**config.mk**
```make
export PLATFORM = sky130hd
export DESIGN_NAME = mips_cpu_bus
export DESIGN_NICKNAME = d
export VERILOG_FILES = /design/src/hw/mips_isa_pkg.sv /design/src/hw/mips_pipe_pkg.sv /design/src/hw/fetch_unit.sv /design/src/hw/decode_stage.sv /design/src/hw/execute_stage.sv /design/src/hw/writeback_stage.sv /design/src/hw/hazard_unit.sv /design/src/hw/bus_controller.sv /design/src/hw/mips_cpu_bus.sv
export VERILOG_INCLUDE_DIRS = /design/src /design/src/hw
export SDC_FILE = /design/constraint.sdc
export NUM_CORES = 2
export LEC_CHECK = 0
export BUFFER_PORTS_ARGS = -buffer_cell sky130_fd_sc_hd__clkbuf_2
export CAP_MARGIN = 30
export CORE_ASPECT_RATIO = 1.5
export CORE_UTILIZATION = 58
export CTS_BUF_LIST = sky130_fd_sc_hd__clkbuf_8
export DETAILED_ROUTE_END_ITERATION = 8
export PLACE_DENSITY = 0.83
export SYNTH_ARGS = -nofsm -noshare
export SYNTH_HDL_FRONTEND = slang
export SYNTH_SLANG_ARGS = --single-unit
```
**constraint.sdc**
```tcl
create_clock -name clk -period 29.8 [get_ports clk]
set_input_delay 0 -clock clk [delete_from_list [all_inputs] [get_ports clk]]
set_output_delay 0 -clock clk [all_outputs]
set_load 0.01 [all_outputs]
```
**src/hw/mips_defines.svh**
```systemverilog
// MIPS core constants
// Widths, reset vector and fixed register numbers shared by the RTL

`ifndef MIPS_DEFINES_SVH
`define MIPS_DEFINES_SVH

// Datapath and register index widths
`define MIPS_WORD_W 32
`define MIPS_REG_ADDR_W 5

// First fetch address after reset
`define MIPS_RESET_VECTOR 32'hBFC0_0000

// Register exported on register_v0
`define MIPS_REG_V0 5'd2

`define MIPS_WORD_BYTES 4

`endif

```
**src/hw/mips_isa_pkg.sv**
```systemverilog
// MIPS instruction set types
// Opcode and function encodings of the supported subset, plus field types

`include "mips_defines.svh"

package mips_isa_pkg;

	typedef logic [`MIPS_WORD_W-1:0] instr_t;
	typedef logic [`MIPS_REG_ADDR_W-1:0] reg_addr_t;
	typedef logic [15:0] imm_t;

	typedef enum logic [5:0] {
		OP_SPECIAL = 6'h00,
		OP_BEQ     = 6'h04,
		OP_BNE     = 6'h05,
		OP_ADDIU   = 6'h09,
		OP_ANDI    = 6'h0c,
		OP_ORI     = 6'h0d,
		OP_XORI    = 6'h0e,
		OP_LUI     = 6'h0f,
		OP_LW      = 6'h23,
		OP_SW      = 6'h2b
	} opcode_t;

	// SPECIAL function field
	typedef enum logic [5:0] {
		FN_JR   = 6'h08,
		FN_ADDU = 6'h21,
		FN_SUBU = 6'h23,
		FN_AND  = 6'h24,
		FN_OR   = 6'h25,
		FN_XOR  = 6'h26,
		FN_SLTU = 6'h2b
	} funct_t;

endpackage

```
**src/hw/mips_pipe_pkg.sv**
```systemverilog
// Pipeline microarchitecture types
// Word type, ALU operations, forwarding selects and bus sequencer states

`include "mips_defines.svh"

package mips_pipe_pkg;

	typedef logic [`MIPS_WORD_W-1:0] word_t;

	typedef enum logic [2:0] {
		ALU_ADD,
		ALU_SUB,
		ALU_AND,
		ALU_OR,
		ALU_XOR,
		ALU_SLTU,
		ALU_LUI
	} alu_op_t;

	// Operand source for execute
	typedef enum logic [1:0] {
		FWD_REG      = 2'd0,
		FWD_FROM_MEM = 2'd1,
		FWD_FROM_WB  = 2'd2
	} fwd_sel_t;

	typedef enum logic [1:0] {
		BUS_FETCH,
		BUS_DATA,
		BUS_STEP
	} bus_state_t;

endpackage

```
**src/hw/fetch_unit.sv**
```systemverilog
// Fetch stage
// Program counter, next-PC choice, halt detection and the fetch/decode register

`timescale 1ns/10ps

`include "mips_defines.svh"

module fetch_unit (
	input  logic                 clk,
	input  logic                 rst_n,
	input  logic                 advance,
	input  logic                 stall_front,
	input  mips_pipe_pkg::word_t fetched_instr,
	input  logic                 branch_taken,
	input  mips_pipe_pkg::word_t branch_target,
	output mips_pipe_pkg::word_t pc,
	output logic                 fetch_enabled,
	output mips_isa_pkg::instr_t instr_decode,
	output mips_pipe_pkg::word_t pc_plus4_decode,
	output logic                 halt_decode
);
	import mips_isa_pkg::*;
	import mips_pipe_pkg::*;

	word_t pc_plus4;
	logic  halted;

	assign pc_plus4 = pc + `MIPS_WORD_BYTES;
	assign fetch_enabled = !halted;

	always_ff @(posedge clk or negedge rst_n) begin
		if (!rst_n) begin
			pc <= `MIPS_RESET_VECTOR;
			halted <= 1'b0;
			instr_decode <= '0;
			halt_decode <= 1'b0;
		end else if (advance && !stall_front) begin
			pc <= branch_taken ? branch_target : pc_plus4;
			// JR to address zero ends the program
			if (branch_taken && branch_target == '0)
				halted <= 1'b1;
			// NOP carrying the halt marker once fetch is off
			instr_decode <= halted ? instr_t'(0) : instr_t'(fetched_instr);
			halt_decode <= halted;
		end
	end

	always_ff @(posedge clk) begin
		if (advance && !stall_front)
			pc_plus4_decode <= pc_plus4;
	end

endmodule

```
**src/hw/decode_stage.sv**
```systemverilog
// Decode stage
// Control decode, register file, branch resolution and the decode/execute register

`timescale 1ns/10ps

`include "mips_defines.svh"

module decode_stage (
	input  logic                    clk,
	input  logic                    rst_n,
	input  logic                    advance,
	input  logic                    bubble_execute,
	input  mips_isa_pkg::instr_t    instr_decode,
	input  mips_pipe_pkg::word_t    pc_plus4_decode,
	input  logic                    halt_decode,
	input  logic                    wb_write,
	input  mips_isa_pkg::reg_addr_t wb_dest,
	input  mips_pipe_pkg::word_t    wb_result,
	input  mips_pipe_pkg::word_t    mem_alu_result,
	input  logic                    fwd_a_decode,
	input  logic                    fwd_b_decode,
	output logic                    branch_taken,
	output mips_pipe_pkg::word_t    branch_target,
	output mips_isa_pkg::reg_addr_t rs_decode,
	output mips_isa_pkg::reg_addr_t rt_decode,
	output logic                    uses_rt_decode,
	output logic                    is_branch_decode,
	output mips_pipe_pkg::alu_op_t  ex_op,
	output mips_pipe_pkg::word_t    ex_a,
	output mips_pipe_pkg::word_t    ex_b,
	output mips_pipe_pkg::word_t    ex_imm,
	output logic                    ex_use_imm,
	output mips_isa_pkg::reg_addr_t ex_rs,
	output mips_isa_pkg::reg_addr_t ex_rt,
	output mips_isa_pkg::reg_addr_t ex_dest,
	output logic                    ex_reg_write,
	output logic                    ex_mem_read,
	output logic                    ex_mem_write,
	output logic                    ex_halt,
	output mips_pipe_pkg::word_t    register_v0
);
	import mips_isa_pkg::*;
	import mips_pipe_pkg::*;

	opcode_t   op;
	funct_t    funct;
	reg_addr_t rd;
	imm_t      imm;
	word_t     ext_imm;
	word_t     rd_a;
	word_t     rd_b;
	word_t     cmp_a;
	word_t     cmp_b;
	word_t     regs [32];

	alu_op_t   dec_op;
	reg_addr_t dec_dest;
	logic      dec_use_imm;
	logic      dec_zero_ext;
	logic      dec_reg_write;
	logic      dec_mem_read;
	logic      dec_mem_write;
	logic      is_beq;
	logic      is_bne;
	logic      is_jr;

	assign op = opcode_t'(instr_decode[31:26]);
	assign funct = funct_t'(instr_decode[5:0]);
	assign rs_decode = instr_decode[25:21];
	assign rt_decode = instr_decode[20:16];
	assign rd = instr_decode[15:11];
	assign imm = instr_decode[15:0];

	always_comb begin
		dec_op = ALU_ADD;
		dec_dest = (op == OP_SPECIAL) ? rd : rt_decode;
		dec_use_imm = (op != OP_SPECIAL);
		dec_zero_ext = 1'b0;
		dec_reg_write = 1'b0;
		dec_mem_read = 1'b0;
		dec_mem_write = 1'b0;
		uses_rt_decode = 1'b0;
		is_beq = 1'b0;
		is_bne = 1'b0;
		is_jr = 1'b0;
		case (op)
			OP_SPECIAL: begin
				case (funct)
					FN_ADDU, FN_SUBU, FN_AND, FN_OR, FN_XOR, FN_SLTU: begin
						dec_reg_write = 1'b1;
						uses_rt_decode = 1'b1;
					end
					FN_JR: is_jr = 1'b1;
					default: ;
				endcase
				case (funct)
					FN_SUBU: dec_op = ALU_SUB;
					FN_AND:  dec_op = ALU_AND;
					FN_OR:   dec_op = ALU_OR;
					FN_XOR:  dec_op = ALU_XOR;
					FN_SLTU: dec_op = ALU_SLTU;
					default: dec_op = ALU_ADD;
				endcase
			end
			OP_ADDIU: dec_reg_write = 1'b1;
			OP_ANDI: begin
				dec_op = ALU_AND;
				dec_zero_ext = 1'b1;
				dec_reg_write = 1'b1;
			end
			OP_ORI: begin
				dec_op = ALU_OR;
				dec_zero_ext = 1'b1;
				dec_reg_write = 1'b1;
			end
			OP_XORI: begin
				dec_op = ALU_XOR;
				dec_zero_ext = 1'b1;
				dec_reg_write = 1'b1;
			end
			OP_LUI: begin
				dec_op = ALU_LUI;
				dec_reg_write = 1'b1;
			end
			OP_LW: begin
				dec_reg_write = 1'b1;
				dec_mem_read = 1'b1;
			end
			OP_SW: begin
				dec_mem_write = 1'b1;
				uses_rt_decode = 1'b1;
			end
			OP_BEQ: begin
				is_beq = 1'b1;
				uses_rt_decode = 1'b1;
			end
			OP_BNE: begin
				is_bne = 1'b1;
				uses_rt_decode = 1'b1;
			end
			default: ;
		endcase
	end

	assign ext_imm = dec_zero_ext ? {16'h0000, imm} : {{16{imm[15]}}, imm};

	// Register zero reads as zero, writeback data is passed straight through
	assign rd_a = (rs_decode == '0) ? '0 :
		(wb_write && wb_dest == rs_decode) ? wb_result : regs[rs_decode];
	assign rd_b = (rt_decode == '0) ? '0 :
		(wb_write && wb_dest == rt_decode) ? wb_result : regs[rt_decode];
	assign register_v0 = regs[`MIPS_REG_V0];

	always_ff @(posedge clk) begin
		if (advance && wb_write && wb_dest != '0)
			regs[wb_dest] <= wb_result;
	end

	// Branch compare with the memory-stage forward
	assign cmp_a = fwd_a_decode ? mem_alu_result : rd_a;
	assign cmp_b = fwd_b_decode ? mem_alu_result : rd_b;
	assign is_branch_decode = is_beq || is_bne || is_jr;
	assign branch_taken = is_jr || (is_beq && cmp_a == cmp_b) || (is_bne && cmp_a != cmp_b);
	assign branch_target = is_jr ? cmp_a : pc_plus4_decode + {ext_imm[29:0], 2'b00};

	always_ff @(posedge clk or negedge rst_n) begin
		if (!rst_n) begin
			ex_reg_write <= 1'b0;
			ex_mem_read <= 1'b0;
			ex_mem_write <= 1'b0;
			ex_halt <= 1'b0;
		end else if (advance) begin
			ex_reg_write <= dec_reg_write && !bubble_execute;
			ex_mem_read <= dec_mem_read && !bubble_execute;
			ex_mem_write <= dec_mem_write && !bubble_execute;
			ex_halt <= halt_decode && !bubble_execute;
		end
	end

	always_ff @(posedge clk) begin
		if (advance) begin
			ex_op <= dec_op;
			ex_a <= rd_a;
			ex_b <= rd_b;
			ex_imm <= ext_imm;
			ex_use_imm <= dec_use_imm;
			ex_rs <= rs_decode;
			ex_rt <= rt_decode;
			ex_dest <= dec_dest;
		end
	end

endmodule

```
**src/hw/execute_stage.sv**
```systemverilog
// Execute stage
// Operand forwarding, ALU and the execute/memory register

`timescale 1ns/10ps

module execute_stage (
	input  logic                    clk,
	input  logic                    rst_n,
	input  logic                    advance,
	input  mips_pipe_pkg::alu_op_t  ex_op,
	input  mips_pipe_pkg::word_t    ex_a,
	input  mips_pipe_pkg::word_t    ex_b,
	input  mips_pipe_pkg::word_t    ex_imm,
	input  logic                    ex_use_imm,
	input  mips_isa_pkg::reg_addr_t ex_dest,
	input  logic                    ex_reg_write,
	input  logic                    ex_mem_read,
	input  logic                    ex_mem_write,
	input  logic                    ex_halt,
	input  mips_pipe_pkg::fwd_sel_t fwd_a_exec,
	input  mips_pipe_pkg::fwd_sel_t fwd_b_exec,
	input  mips_pipe_pkg::word_t    wb_result,
	output logic                    mem_read,
	output logic                    mem_write,
	output logic                    mem_reg_write,
	output logic                    mem_halt,
	output mips_isa_pkg::reg_addr_t mem_dest,
	output mips_pipe_pkg::word_t    mem_alu_result,
	output mips_pipe_pkg::word_t    mem_addr,
	output mips_pipe_pkg::word_t    mem_store_data
);
	import mips_pipe_pkg::*;

	word_t op_a;
	word_t reg_b;
	word_t op_b;
	word_t alu_result;

	always_comb begin
		case (fwd_a_exec)
			FWD_FROM_MEM: op_a = mem_alu_result;
			FWD_FROM_WB:  op_a = wb_result;
			default:      op_a = ex_a;
		endcase
		case (fwd_b_exec)
			FWD_FROM_MEM: reg_b = mem_alu_result;
			FWD_FROM_WB:  reg_b = wb_result;
			default:      reg_b = ex_b;
		endcase
	end

	assign op_b = ex_use_imm ? ex_imm : reg_b;

	always_comb begin
		case (ex_op)
			ALU_SUB:  alu_result = op_a - op_b;
			ALU_AND:  alu_result = op_a & op_b;
			ALU_OR:   alu_result = op_a | op_b;
			ALU_XOR:  alu_result = op_a ^ op_b;
			ALU_SLTU: alu_result = word_t'(op_a < op_b);
			ALU_LUI:  alu_result = op_b << 16;
			default:  alu_result = op_a + op_b;
		endcase
	end

	always_ff @(posedge clk or negedge rst_n) begin
		if (!rst_n) begin
			mem_read <= 1'b0;
			mem_write <= 1'b0;
			mem_reg_write <= 1'b0;
			mem_halt <= 1'b0;
		end else if (advance) begin
			mem_read <= ex_mem_read;
			mem_write <= ex_mem_write;
			mem_reg_write <= ex_reg_write;
			mem_halt <= ex_halt;
		end
	end

	always_ff @(posedge clk) begin
		if (advance) begin
			mem_dest <= ex_dest;
			mem_alu_result <= alu_result;
			// Store data takes the forwarded rt value
			mem_store_data <= reg_b;
		end
	end

	assign mem_addr = mem_alu_result;

endmodule

```
**src/hw/writeback_stage.sv**
```systemverilog
// Writeback stage
// Memory/writeback register, result select and the halt flag behind active

`timescale 1ns/10ps

module writeback_stage (
	input  logic                    clk,
	input  logic                    rst_n,
	input  logic                    advance,
	input  logic                    mem_read,
	input  logic                    mem_reg_write,
	input  logic                    mem_halt,
	input  mips_isa_pkg::reg_addr_t mem_dest,
	input  mips_pipe_pkg::word_t    mem_alu_result,
	input  mips_pipe_pkg::word_t    load_data,
	output logic                    wb_write,
	output mips_isa_pkg::reg_addr_t wb_dest,
	output mips_pipe_pkg::word_t    wb_result,
	output logic                    active
);
	import mips_pipe_pkg::*;

	logic  wb_is_load;
	logic  wb_halted;
	word_t wb_alu;
	word_t wb_load;

	always_ff @(posedge clk or negedge rst_n) begin
		if (!rst_n) begin
			wb_write <= 1'b0;
			wb_halted <= 1'b0;
		end else if (advance) begin
			wb_write <= mem_reg_write;
			// Sticky until reset
			if (mem_halt)
				wb_halted <= 1'b1;
		end
	end

	always_ff @(posedge clk) begin
		if (advance) begin
			wb_dest <= mem_dest;
			wb_is_load <= mem_read;
			wb_alu <= mem_alu_result;
			wb_load <= load_data;
		end
	end

	assign wb_result = wb_is_load ? wb_load : wb_alu;
	assign active = !wb_halted;

endmodule

```
**src/hw/hazard_unit.sv**
```systemverilog
// Hazard unit
// Forwarding selects and the stall and bubble decisions for the front end

`timescale 1ns/10ps

module hazard_unit (
	input  mips_isa_pkg::reg_addr_t rs_decode,
	input  mips_isa_pkg::reg_addr_t rt_decode,
	input  mips_isa_pkg::reg_addr_t ex_rs,
	input  mips_isa_pkg::reg_addr_t ex_rt,
	input  mips_isa_pkg::reg_addr_t ex_dest,
	input  mips_isa_pkg::reg_addr_t mem_dest,
	input  mips_isa_pkg::reg_addr_t wb_dest,
	input  logic                    uses_rt_decode,
	input  logic                    is_branch_decode,
	input  logic                    ex_reg_write,
	input  logic                    ex_mem_read,
	input  logic                    mem_reg_write,
	input  logic                    mem_read,
	input  logic                    wb_write,
	output logic                    stall_front,
	output logic                    bubble_execute,
	output logic                    fwd_a_decode,
	output logic                    fwd_b_decode,
	output mips_pipe_pkg::fwd_sel_t fwd_a_exec,
	output mips_pipe_pkg::fwd_sel_t fwd_b_exec
);
	import mips_isa_pkg::*;
	import mips_pipe_pkg::*;

	logic load_use;
	logic branch_dep;

	// A written register other than zero matches a source
	function automatic logic hit(input logic we, input reg_addr_t dest, input reg_addr_t src);
		return we && dest != '0 && dest == src;
	endfunction

	function automatic fwd_sel_t pick(input reg_addr_t src, input logic mem_we,
			input reg_addr_t mem_d, input logic wb_we, input reg_addr_t wb_d);
		if (hit(mem_we, mem_d, src))
			return FWD_FROM_MEM;
		if (hit(wb_we, wb_d, src))
			return FWD_FROM_WB;
		return FWD_REG;
	endfunction

	always_comb begin
		load_use = hit(ex_mem_read, ex_dest, rs_decode)
			|| (uses_rt_decode && hit(ex_mem_read, ex_dest, rt_decode));
		branch_dep = is_branch_decode && (hit(ex_reg_write, ex_dest, rs_decode)
			|| (uses_rt_decode && hit(ex_reg_write, ex_dest, rt_decode))
			|| hit(mem_read, mem_dest, rs_decode)
			|| (uses_rt_decode && hit(mem_read, mem_dest, rt_decode)));
		fwd_a_exec = pick(ex_rs, mem_reg_write, mem_dest, wb_write, wb_dest);
		fwd_b_exec = pick(ex_rt, mem_reg_write, mem_dest, wb_write, wb_dest);
	end

	assign stall_front = load_use || branch_dep;
	assign bubble_execute = stall_front;

	// Loads in memory stall instead, so only ALU results reach the comparator
	assign fwd_a_decode = hit(mem_reg_write && !mem_read, mem_dest, rs_decode);
	assign fwd_b_decode = hit(mem_reg_write && !mem_read, mem_dest, rt_decode);

endmodule

```
**src/hw/bus_controller.sv**
```systemverilog
// Shared Avalon-MM master sequencer
// One instruction fetch then at most one data access per round, then an advance pulse

`timescale 1ns/10ps

module bus_controller (
	input  logic                 clk,
	input  logic                 rst_n,
	input  mips_pipe_pkg::word_t pc,
	input  logic                 fetch_enabled,
	input  logic                 mem_read,
	input  logic                 mem_write,
	input  mips_pipe_pkg::word_t mem_addr,
	input  mips_pipe_pkg::word_t mem_store_data,
	input  logic                 waitrequest,
	input  mips_pipe_pkg::word_t readdata,
	output mips_pipe_pkg::word_t address,
	output mips_pipe_pkg::word_t writedata,
	output logic                 read,
	output logic                 write,
	output logic [3:0]           byteenable,
	output logic                 advance,
	output mips_pipe_pkg::word_t fetched_instr,
	output mips_pipe_pkg::word_t load_data
);
	import mips_pipe_pkg::*;

	bus_state_t state;
	logic       data_access;
	logic       fetch_done;
	logic       data_done;

	assign data_access = mem_read || mem_write;
	assign fetch_done = state == BUS_FETCH && fetch_enabled && !waitrequest;
	assign data_done = state == BUS_DATA && data_access && !waitrequest;

	// Request lines depend only on state and pipeline registers, so they hold under waitrequest
	assign read = (state == BUS_FETCH && fetch_enabled) || (state == BUS_DATA && mem_read);
	assign write = state == BUS_DATA && mem_write;
	assign address = (state == BUS_DATA) ? mem_addr : pc;
	assign writedata = mem_store_data;
	assign byteenable = 4'b1111;
	assign advance = state == BUS_STEP;

	always_ff @(posedge clk or negedge rst_n) begin
		if (!rst_n) begin
			state <= BUS_FETCH;
		end else begin
			case (state)
				BUS_FETCH: begin
					if (!fetch_enabled)
						state <= BUS_DATA;
					else if (fetch_done)
						state <= data_access ? BUS_DATA : BUS_STEP;
				end
				BUS_DATA: begin
					if (!data_access || data_done)
						state <= BUS_STEP;
				end
				default: state <= BUS_FETCH;
			endcase
		end
	end

	always_ff @(posedge clk) begin
		if (fetch_done)
			fetched_instr <= readdata;
		if (data_done && mem_read)
			load_data <= readdata;
	end

endmodule

```
**src/hw/mips_cpu_bus.sv**
```systemverilog
// Pipelined MIPS-I subset core with one shared Avalon-MM master port
// Connects the five stages, the hazard unit and the bus sequencer

`timescale 1ns/10ps

module mips_cpu_bus (
	input  logic                 clk,
	input  logic                 rst_n,
	output logic                 active,
	output mips_pipe_pkg::word_t register_v0,
	output mips_pipe_pkg::word_t address,
	output logic                 write,
	output logic                 read,
	input  logic                 waitrequest,
	output mips_pipe_pkg::word_t writedata,
	output logic [3:0]           byteenable,
	input  mips_pipe_pkg::word_t readdata
);
	import mips_isa_pkg::*;
	import mips_pipe_pkg::*;

	// Round control
	logic      advance;
	logic      stall_front;
	logic      bubble_execute;
	word_t     fetched_instr;
	word_t     load_data;

	// Fetch and decode
	word_t     pc;
	logic      fetch_enabled;
	logic      branch_taken;
	word_t     branch_target;
	instr_t    instr_decode;
	word_t     pc_plus4_decode;
	logic      halt_decode;
	reg_addr_t rs_decode;
	reg_addr_t rt_decode;
	logic      uses_rt_decode;
	logic      is_branch_decode;
	logic      fwd_a_decode;
	logic      fwd_b_decode;

	// Execute
	alu_op_t   ex_op;
	word_t     ex_a;
	word_t     ex_b;
	word_t     ex_imm;
	logic      ex_use_imm;
	reg_addr_t ex_rs;
	reg_addr_t ex_rt;
	reg_addr_t ex_dest;
	logic      ex_reg_write;
	logic      ex_mem_read;
	logic      ex_mem_write;
	logic      ex_halt;
	fwd_sel_t  fwd_a_exec;
	fwd_sel_t  fwd_b_exec;

	// Memory and writeback
	logic      mem_read;
	logic      mem_write;
	logic      mem_reg_write;
	logic      mem_halt;
	reg_addr_t mem_dest;
	word_t     mem_alu_result;
	word_t     mem_addr;
	word_t     mem_store_data;
	logic      wb_write;
	reg_addr_t wb_dest;
	word_t     wb_result;

	fetch_unit      u_fetch (.*);
	decode_stage    u_decode (.*);
	execute_stage   u_execute (.*);
	writeback_stage u_writeback (.*);
	hazard_unit     u_hazard (.*);
	bus_controller  u_bus (.*);

endmodule

```
# After elaboration in Yosys (flattened, before gate mapping)
# Memories as Yosys holds them, arrays and structs flattened.
# Cells that the tools add are included.
[classes]
n_addsub = 4
magnitude_cmp = 1
n_eq_ne = 42
mux = 50
n_bitwise = 3
n_reduce_logical = 76
[ops]
columns = ["cell", "count"]
rows = [
  ["$mux 32", 12],
  ["$pmux 32 s6", 1],
  ["$pmux 32 s2", 2],
  ["$add 32x32->32", 2],
  ["$eq 5x5->1", 10],
  ["$eq 6x6->1 const B", 8],
  ["$logic_and 1x1->1", 42],
  ["$eq 6x4->1 const B", 6],
  ["$add 32x3->32 const B", 1],
  ["$and 32x32->32", 1],
  ["$eq 32x32->1", 1],
  ["$logic_not 32->1", 1],
  ["$lt 32x32->1", 1],
  ["$ne 32x32->1", 1],
  ["$or 32x32->32", 1],
  ["$sub 32x32->32", 1],
  ["$xor 32x32->32", 1],
  ["$mux 30", 1],
  ["$pmux 3 s5", 2],
  ["$mux 2", 12],
  ["$mux 1", 16],
  ["$reduce_bool 5->1", 3],
  ["$eq 6x3->1 const B", 2],
  ["$logic_or 1x1->1", 12],
  ["other kinds (18)", 36],
]
[totals]
regBits = 427
mem_bits_rw = 1024
in_bits = 35
output_inout_bits = 103
word_cells = 211
n_memories = 1
[memory_table]
columns = ["name", "depth", "word_bits", "read_ports", "rd_clocked_by_memory_dff", "write_ports", "line", "rtl"]
rows = [
  ["u_decode.regs", 32, 32, 3, 0, 1, "decode_stage.sv:54", "word_t regs [32];"],
]

# Longest topological paths before layout
[logic_depth]
word_depth = 13
ltp_mapped = 26
mapped_depth_nobuf = 23

# Cells and area by module
# Synthesis repeated with hierarchy kept, for this count alone.
[unflattened]
hier_cells = 5388
hier_area_um2 = 75982.9
[modules_own_cells]
columns = ["mod", "instances", "cells_per_inst", "area_each_um2", "seq_area_each_um2"]
rows = [
  ["decode_stage", 1, 3260, 55275.5, 33882.5],
  ["execute_stage", 1, 1280, 9671.8, 2172.1],
  ["fetch_unit", 1, 505, 4834.6, 2623.8],
  ["bus_controller", 1, 155, 2904.0, 1971.9],
  ["writeback_stage", 1, 111, 2718.9, 2152.1],
  ["hazard_unit", 1, 77, 578.1, 0.0],
]

# Least setup slack after synthesis
# OpenSTA, ideal clock, no wires.
[synth_timing]
path_kind = "register to register"
startpoint = "register u_bus.state[0]"
endpoint = "memory u_decode.regs[14][0] (netlist name) (enable)"
setup_time_ns = 0.421
arrival_time_ns = 10.827
required_ns = 29.379
path_slack_ns = 18.552
path_stages_with_launch = 7
n_path_buf = 2
period_less_slack_ns = 11.248
path_cell_list = "dfrtp_1 > nand2b_1 > clkbuf_1 > inv_1 > clkbuf_1 > nand4b_1 > nor2_1"
[synth_between]
elab_chain_cells = 5
[synth_rtl]
columns = ["item", "line", "rtl"]
rows = [
  ["start: declaration", "bus_controller.sv:28", "bus_state_t state;"],
  ["start signal: assignment", "bus_controller.sv:54", "state <= data_access ? BUS_DATA : BUS_STEP;"],
  ["$eq 2x2->1", "bus_controller.sv:43", "assign advance = state == BUS_STEP;"],
  ["$logic_and 1x1->1 (2 in a row)", "decode_stage.sv:155", "if (advance && wb_write && wb_dest != '0)"],
  ["$mux 1", "decode_stage.sv:155", ""],
  ["$mux 1 (implied by the code)", "decode_stage.sv:156", "regs[wb_dest] <= wb_result;"],
  ["end: declaration", "decode_stage.sv:54", ""],
]
# Every way passes these cells.

# Worst setup path in the final report
[layout_timing]
startpoint = "register u_fetch.instr_decode[16]"
endpoint = "register u_fetch.pc[0]"
[layout_between]
elab_chain_cells = 10
elab_cells_between_ends = 31
classes_between = "eq/ne (5); mux (4); reduce/logical (21); memory (1)"
[layout_rtl]
columns = ["item", "line", "rtl"]
rows = [
  ["start: declaration", "fetch_unit.sv:18", "output mips_isa_pkg::instr_t instr_decode,"],
  ["start signal: assignment", "fetch_unit.sv:43", "instr_decode <= halted ? instr_t'(0) : instr_t'(fetched_instr);"],
  ["branches (longest 10 deep; another with $mem_v2 32x32)", "--", ""],
  ["end signal: assignment", "fetch_unit.sv:33", "pc <= `MIPS_RESET_VECTOR;"],
  ["end signal: assignment", "fetch_unit.sv:38", "pc <= branch_taken ? branch_target : pc_plus4;"],
  ["end: declaration", "fetch_unit.sv:16", "output mips_pipe_pkg::word_t pc,"],
]
# Several ways; the timed one is not identified.
# A chain may end at the register's enable or synchronous reset.

==> metrics.md <==
| Metric | Value |
|---|---|
| Status | `completed` |
| Nets@finish | `about 5700` |
| Core Box Area | `0.127 mm²` |
| First-pass GRT wire length | `375000 µm` |
| Unrepaired setup endpoints after global routing | `no` |
| CTS sink count | `around 1400` |
| Pwr dens | `between 100 and 150 mW/mm²` |
| Met1 Use GR | `a little under half` |
| CTS tree | `built` |
| Detailed-route DRC error count | `0` |
| Share of layout cells above drive strength 1 | `between 20 and 25%` |
| Synth-to-layout area growth | `10.3%` |
| Initial DRT Pass Iterations | `9` |
| Seq pwr share | `32.4%` |
| Switch share | `between 40% and 50%` |
| Worst slew pin tran | `roughly 1.3 ns` |
| Hold depth | `4` |
| Clock power frac | `between 10% and 20%` |
| Clk root buf | `clkbuf_8` |
| Seq/Total Area, Yosys | `approximately 57%` |
| Main synth FF type | `edfxtp_1` |
| Final GP Congestion | `about 1.0` |
| DP Area | `between 0.07 and 0.08 mm²` |
| H-tree depth | `4` |
| Setup CP Type | `reg -> reg` |
| Slew Viols, Final | `0` |
| Grt ovf | `0` |
| Critical Path RT | `30.62 ns` |
| Power Total | `~9600 µW` |
| Leakage | `between 0.02 and 0.03 µW` |
| Setup TNS | `0 ns` |
| Total CTS buffers | `204` |
| Post-DP HPWL | `around 170000 µm` |
| Hold Violations, Final | `0` |
| CTS clk-pin slew, worst paths | `around 0.08 ns` |
| Worst-path fanout max | `approximately 110` |
| Flop-to-flop setup slack | `around 21 ns` |
| Antenna-violating nets left | `0` |
| Final worst setup slack | `roughly 21 ns` |
| # IOs | `between 100 and 150` |
| Post-Synthesis Cells | `around 5300` |
| Switching power total | `approximately 4300 µW` |
| Netlist cell types | `88` |
| FF-to-FF path depth | `16` |
| Util after Layout | `around 65%` |
| Design Area, Final | `between 0.08 and 0.09 mm²` |
| Wire per inst | `about 36 µm` |
| Period utilization | `between 20 and 30%` |
| Syn_area_per_cell | `14.0 µm²` |
| Int Pwr | `between 5000 and 6000 µW` |
| Initial antenna violation count | `13` |
| Clk_lat worst skew | `roughly 1 ns` |
| Yosys top cell area share | `between 50% and 60%` |
| Slew HR | `between 10 and 15%` |
| Initial core utilization | `58.7%` |
| Peak Freq | `0.118 GHz` |
| Port Buffers | `roughly 130` |
| CTS Buffer Depth | `3` |
| Combinational Power Share | `about half` |
| Startpoint Class | `register` |
| Hold Path Class | `in -> reg` |
| M2 GR Usage | `64.0%` |
| # rows | `between 150 and 200` |
| Vias in the first global route | `~53000` |
| Async SR Flop Fraction | `roughly 5.4%` |
| Place WS | `between 20 and 25 ns` |
| Maximum vdd drop | `~0.000083 V` |
| Final-report setup violation count | `0` |
| # Max-Cap Violations | `0` |
| Iteration-0 DRC count of the detailed router | `about 8600` |
| Die area | `0.130 mm²` |
| Die outline height | `roughly 440 µm` |
| Die Width | `roughly 300 µm` |
| Syn Std Cell Area | `around 0.075 mm²` |
| Total Routing Usage GR | `41.0%` |
| Post-synth EDFFs | `1360` |
| Drt total wl | `about 270000 µm` |
| Synth area leader | `edfxtp_1` |
| Via count of the routed design | `54543` |
| Ys Warns | `0` |
| Pin count of the biggest net entering global routing | `180` |
| Setup crit end kind | `register` |
| Ranking of synthesized cells by area | `edfxtp_1 (55%), mux4_2 (12%), mux2i_1 (4.7%)` |
| Gr busiest metal | `met2` |
| GR Util met3 | `roughly 11%` |
| Vias per inst | `between 7 and 8` |
| Clock period minus worst slack | `8.49 ns` |
| Critical path arrival | `9.31 ns` |
| Flops & latches, synth | `1438` |
| Final Skew | `approximately 0.075 ns` |
## worst paths after layout
check                                               from                       end
worst min-delay path                         waitrequest    u_bus.fetched_instr[9]
min in group asynchronous                          rst_n        u_execute.mem_halt
max in group asynchronous                          rst_n  u_fetch.instr_decode[22]
worst min register to register       u_bus.load_data[14]   u_writeback.wb_load[14]
worst max register to register  u_fetch.instr_decode[16]             u_fetch.pc[0]
worst max-delay path            u_fetch.instr_decode[16]             u_fetch.pc[0]
## layout make-up
type                    count  area, µm²
diodes                      7       17.5
clock buffers             212       2920
clock inverters           168       1220
fillers                  8708      44800
inverters                 192        728
multi-input cells        3368      29600
flip-flops and latches   1438      42800
well taps                1701       2130
repair buffers            376       2840
## metrics by stage
stage	hold WS, ns	cells
final	0.140	7462
after global routing	0.134	7457
after CTS	0.0635	7450
after detailed placement	-0.106	7001
after global placement	-0.107	6987
after floorplan	-0.296	5374
## flip-flops by register name, indices dropped and copies added (netlist names), 18 cells and up
name                      cells
u_decode.regs              1024
u_bus.fetched_instr          32
u_bus.load_data              32
u_decode.ex_a                32
u_decode.ex_b                32
u_execute.mem_addr           32
u_execute.mem_store_data     32
u_fetch.instr_decode         32
u_fetch.pc                   32
u_fetch.pc_plus4_decode      32
u_writeback.wb_alu           32
u_writeback.wb_load          32
u_decode.ex_imm              18
## critical path: stages, from the launching register on
cell and delay (ns):
dfrtp_4 0.79, buf_4 0.84, buf_12 0.59, buf_12 0.61, mux4_2 0.61, mux4_2 0.46
nand2_1 0.11, a31oi_1 0.27, a22oi_1 0.49, xor2_1 0.22, nand4_1 0.18, or4_1 0.59
nor3_1 0.73, o211a_2 0.27, buf_4 0.55, nand2b_1 0.23, mux2_2 0.34
## layer usage
metal | routed length, µm | up-vias
met2 | 123000 | 5058
met1 | 79000 | 26291
li1 | - | 21669
met3 | 35300 | 1521
met4 | 32200 | 4
met5 | 32 | -
## synth_stat cells (11+ instances only)
cell	n
edfxtp_1	1360
o21a_1	11
or2_2	14
o211ai_1	42
clkbuf_1	212
xor2_1	47
or3_1	22
nor4_1	21
buf_1	22
o21bai_1	25
nand3_1	83
dfrtp_1	69
nor3_1	55
a31oi_1	19
a2bb2oi_1	13
mux4_2	402
a22oi_1	123
a221oi_1	44
nor2_1	216
nand4_1	19
a22o_1	45
buf_2	60
buf_6	32
a32oi_1	17
or4_1	13
ha_1	126
nor2b_1	35
o21ai_1	11
o221ai_1	38
o22ai_1	66
a21o_1	48
nand2b_1	35
mux2_2	82
nand2_1	369
xnor2_1	83
buf_4	49
a211oi_1	46
inv_1	190
and2_1	36
and3_1	44
a221o_1	12
a21oi_1	208
o21ai_0	339
o31ai_1	26
mux2i_1	354
## power by group through the flow
stage,combinational [µW],sequential [µW],clock (µW)
3_3_place_gp,4530,3110,0
2_1_floorplan,3140,2930,0
5_1_grt,5020,3110,1690
6_report,4860,3100,1610
4_1_cts,4650,3080,1600
3_5_place_dp,4620,3110,0
## layout by cell type, fill, tap and decap left out, types with 46 or more instances in the layout
cell type and n:
xor2_1 47, mux4_2 402, a211oi_1 46, o22ai_1 66, mux2i_1 353, a22oi_1 123, nor2_1 182, nand3_1 83
o21ai_0 336, edfxtp_1 1360, a21o_1 48, dlygate4sd3_1 69, ha_1 126, buf_4 155, inv_1 230, nor3_1 55
nand2_1 369, dfrtp_1 60, clkbuf_8 212, mux2_2 82, xnor2_1 83, clkinv_1 51, clkbuf_2 132, a21oi_1 208
## repair_timing
action	4_1_cts	5_1_grt
endpoints found under the hold margin	208	0
setup endpoints to repair	0	0
resized for setup	0	0
setup buffers	0	0
hold buffers	69	0
## cell families (layout without fill, tap and decap cells)
kind of cell | after synthesis | in the layout | share of synthesized area, %
other | 2 | 43 | 0.0101
DFF | 1438 | 1438 | 57.4
buffers and inverters | 568 | 948 | 3.53
and+or+nand+nor | 1003 | 1003 | 6.36
AOI/OAI and AO/OA | 1232 | 1232 | 10.9
adders and majority gates | 129 | 129 | 2.19
xor gates and xnor gates | 130 | 130 | 1.53
muxes | 838 | 838 | 18.1
(Power assumes the default switching activity.)
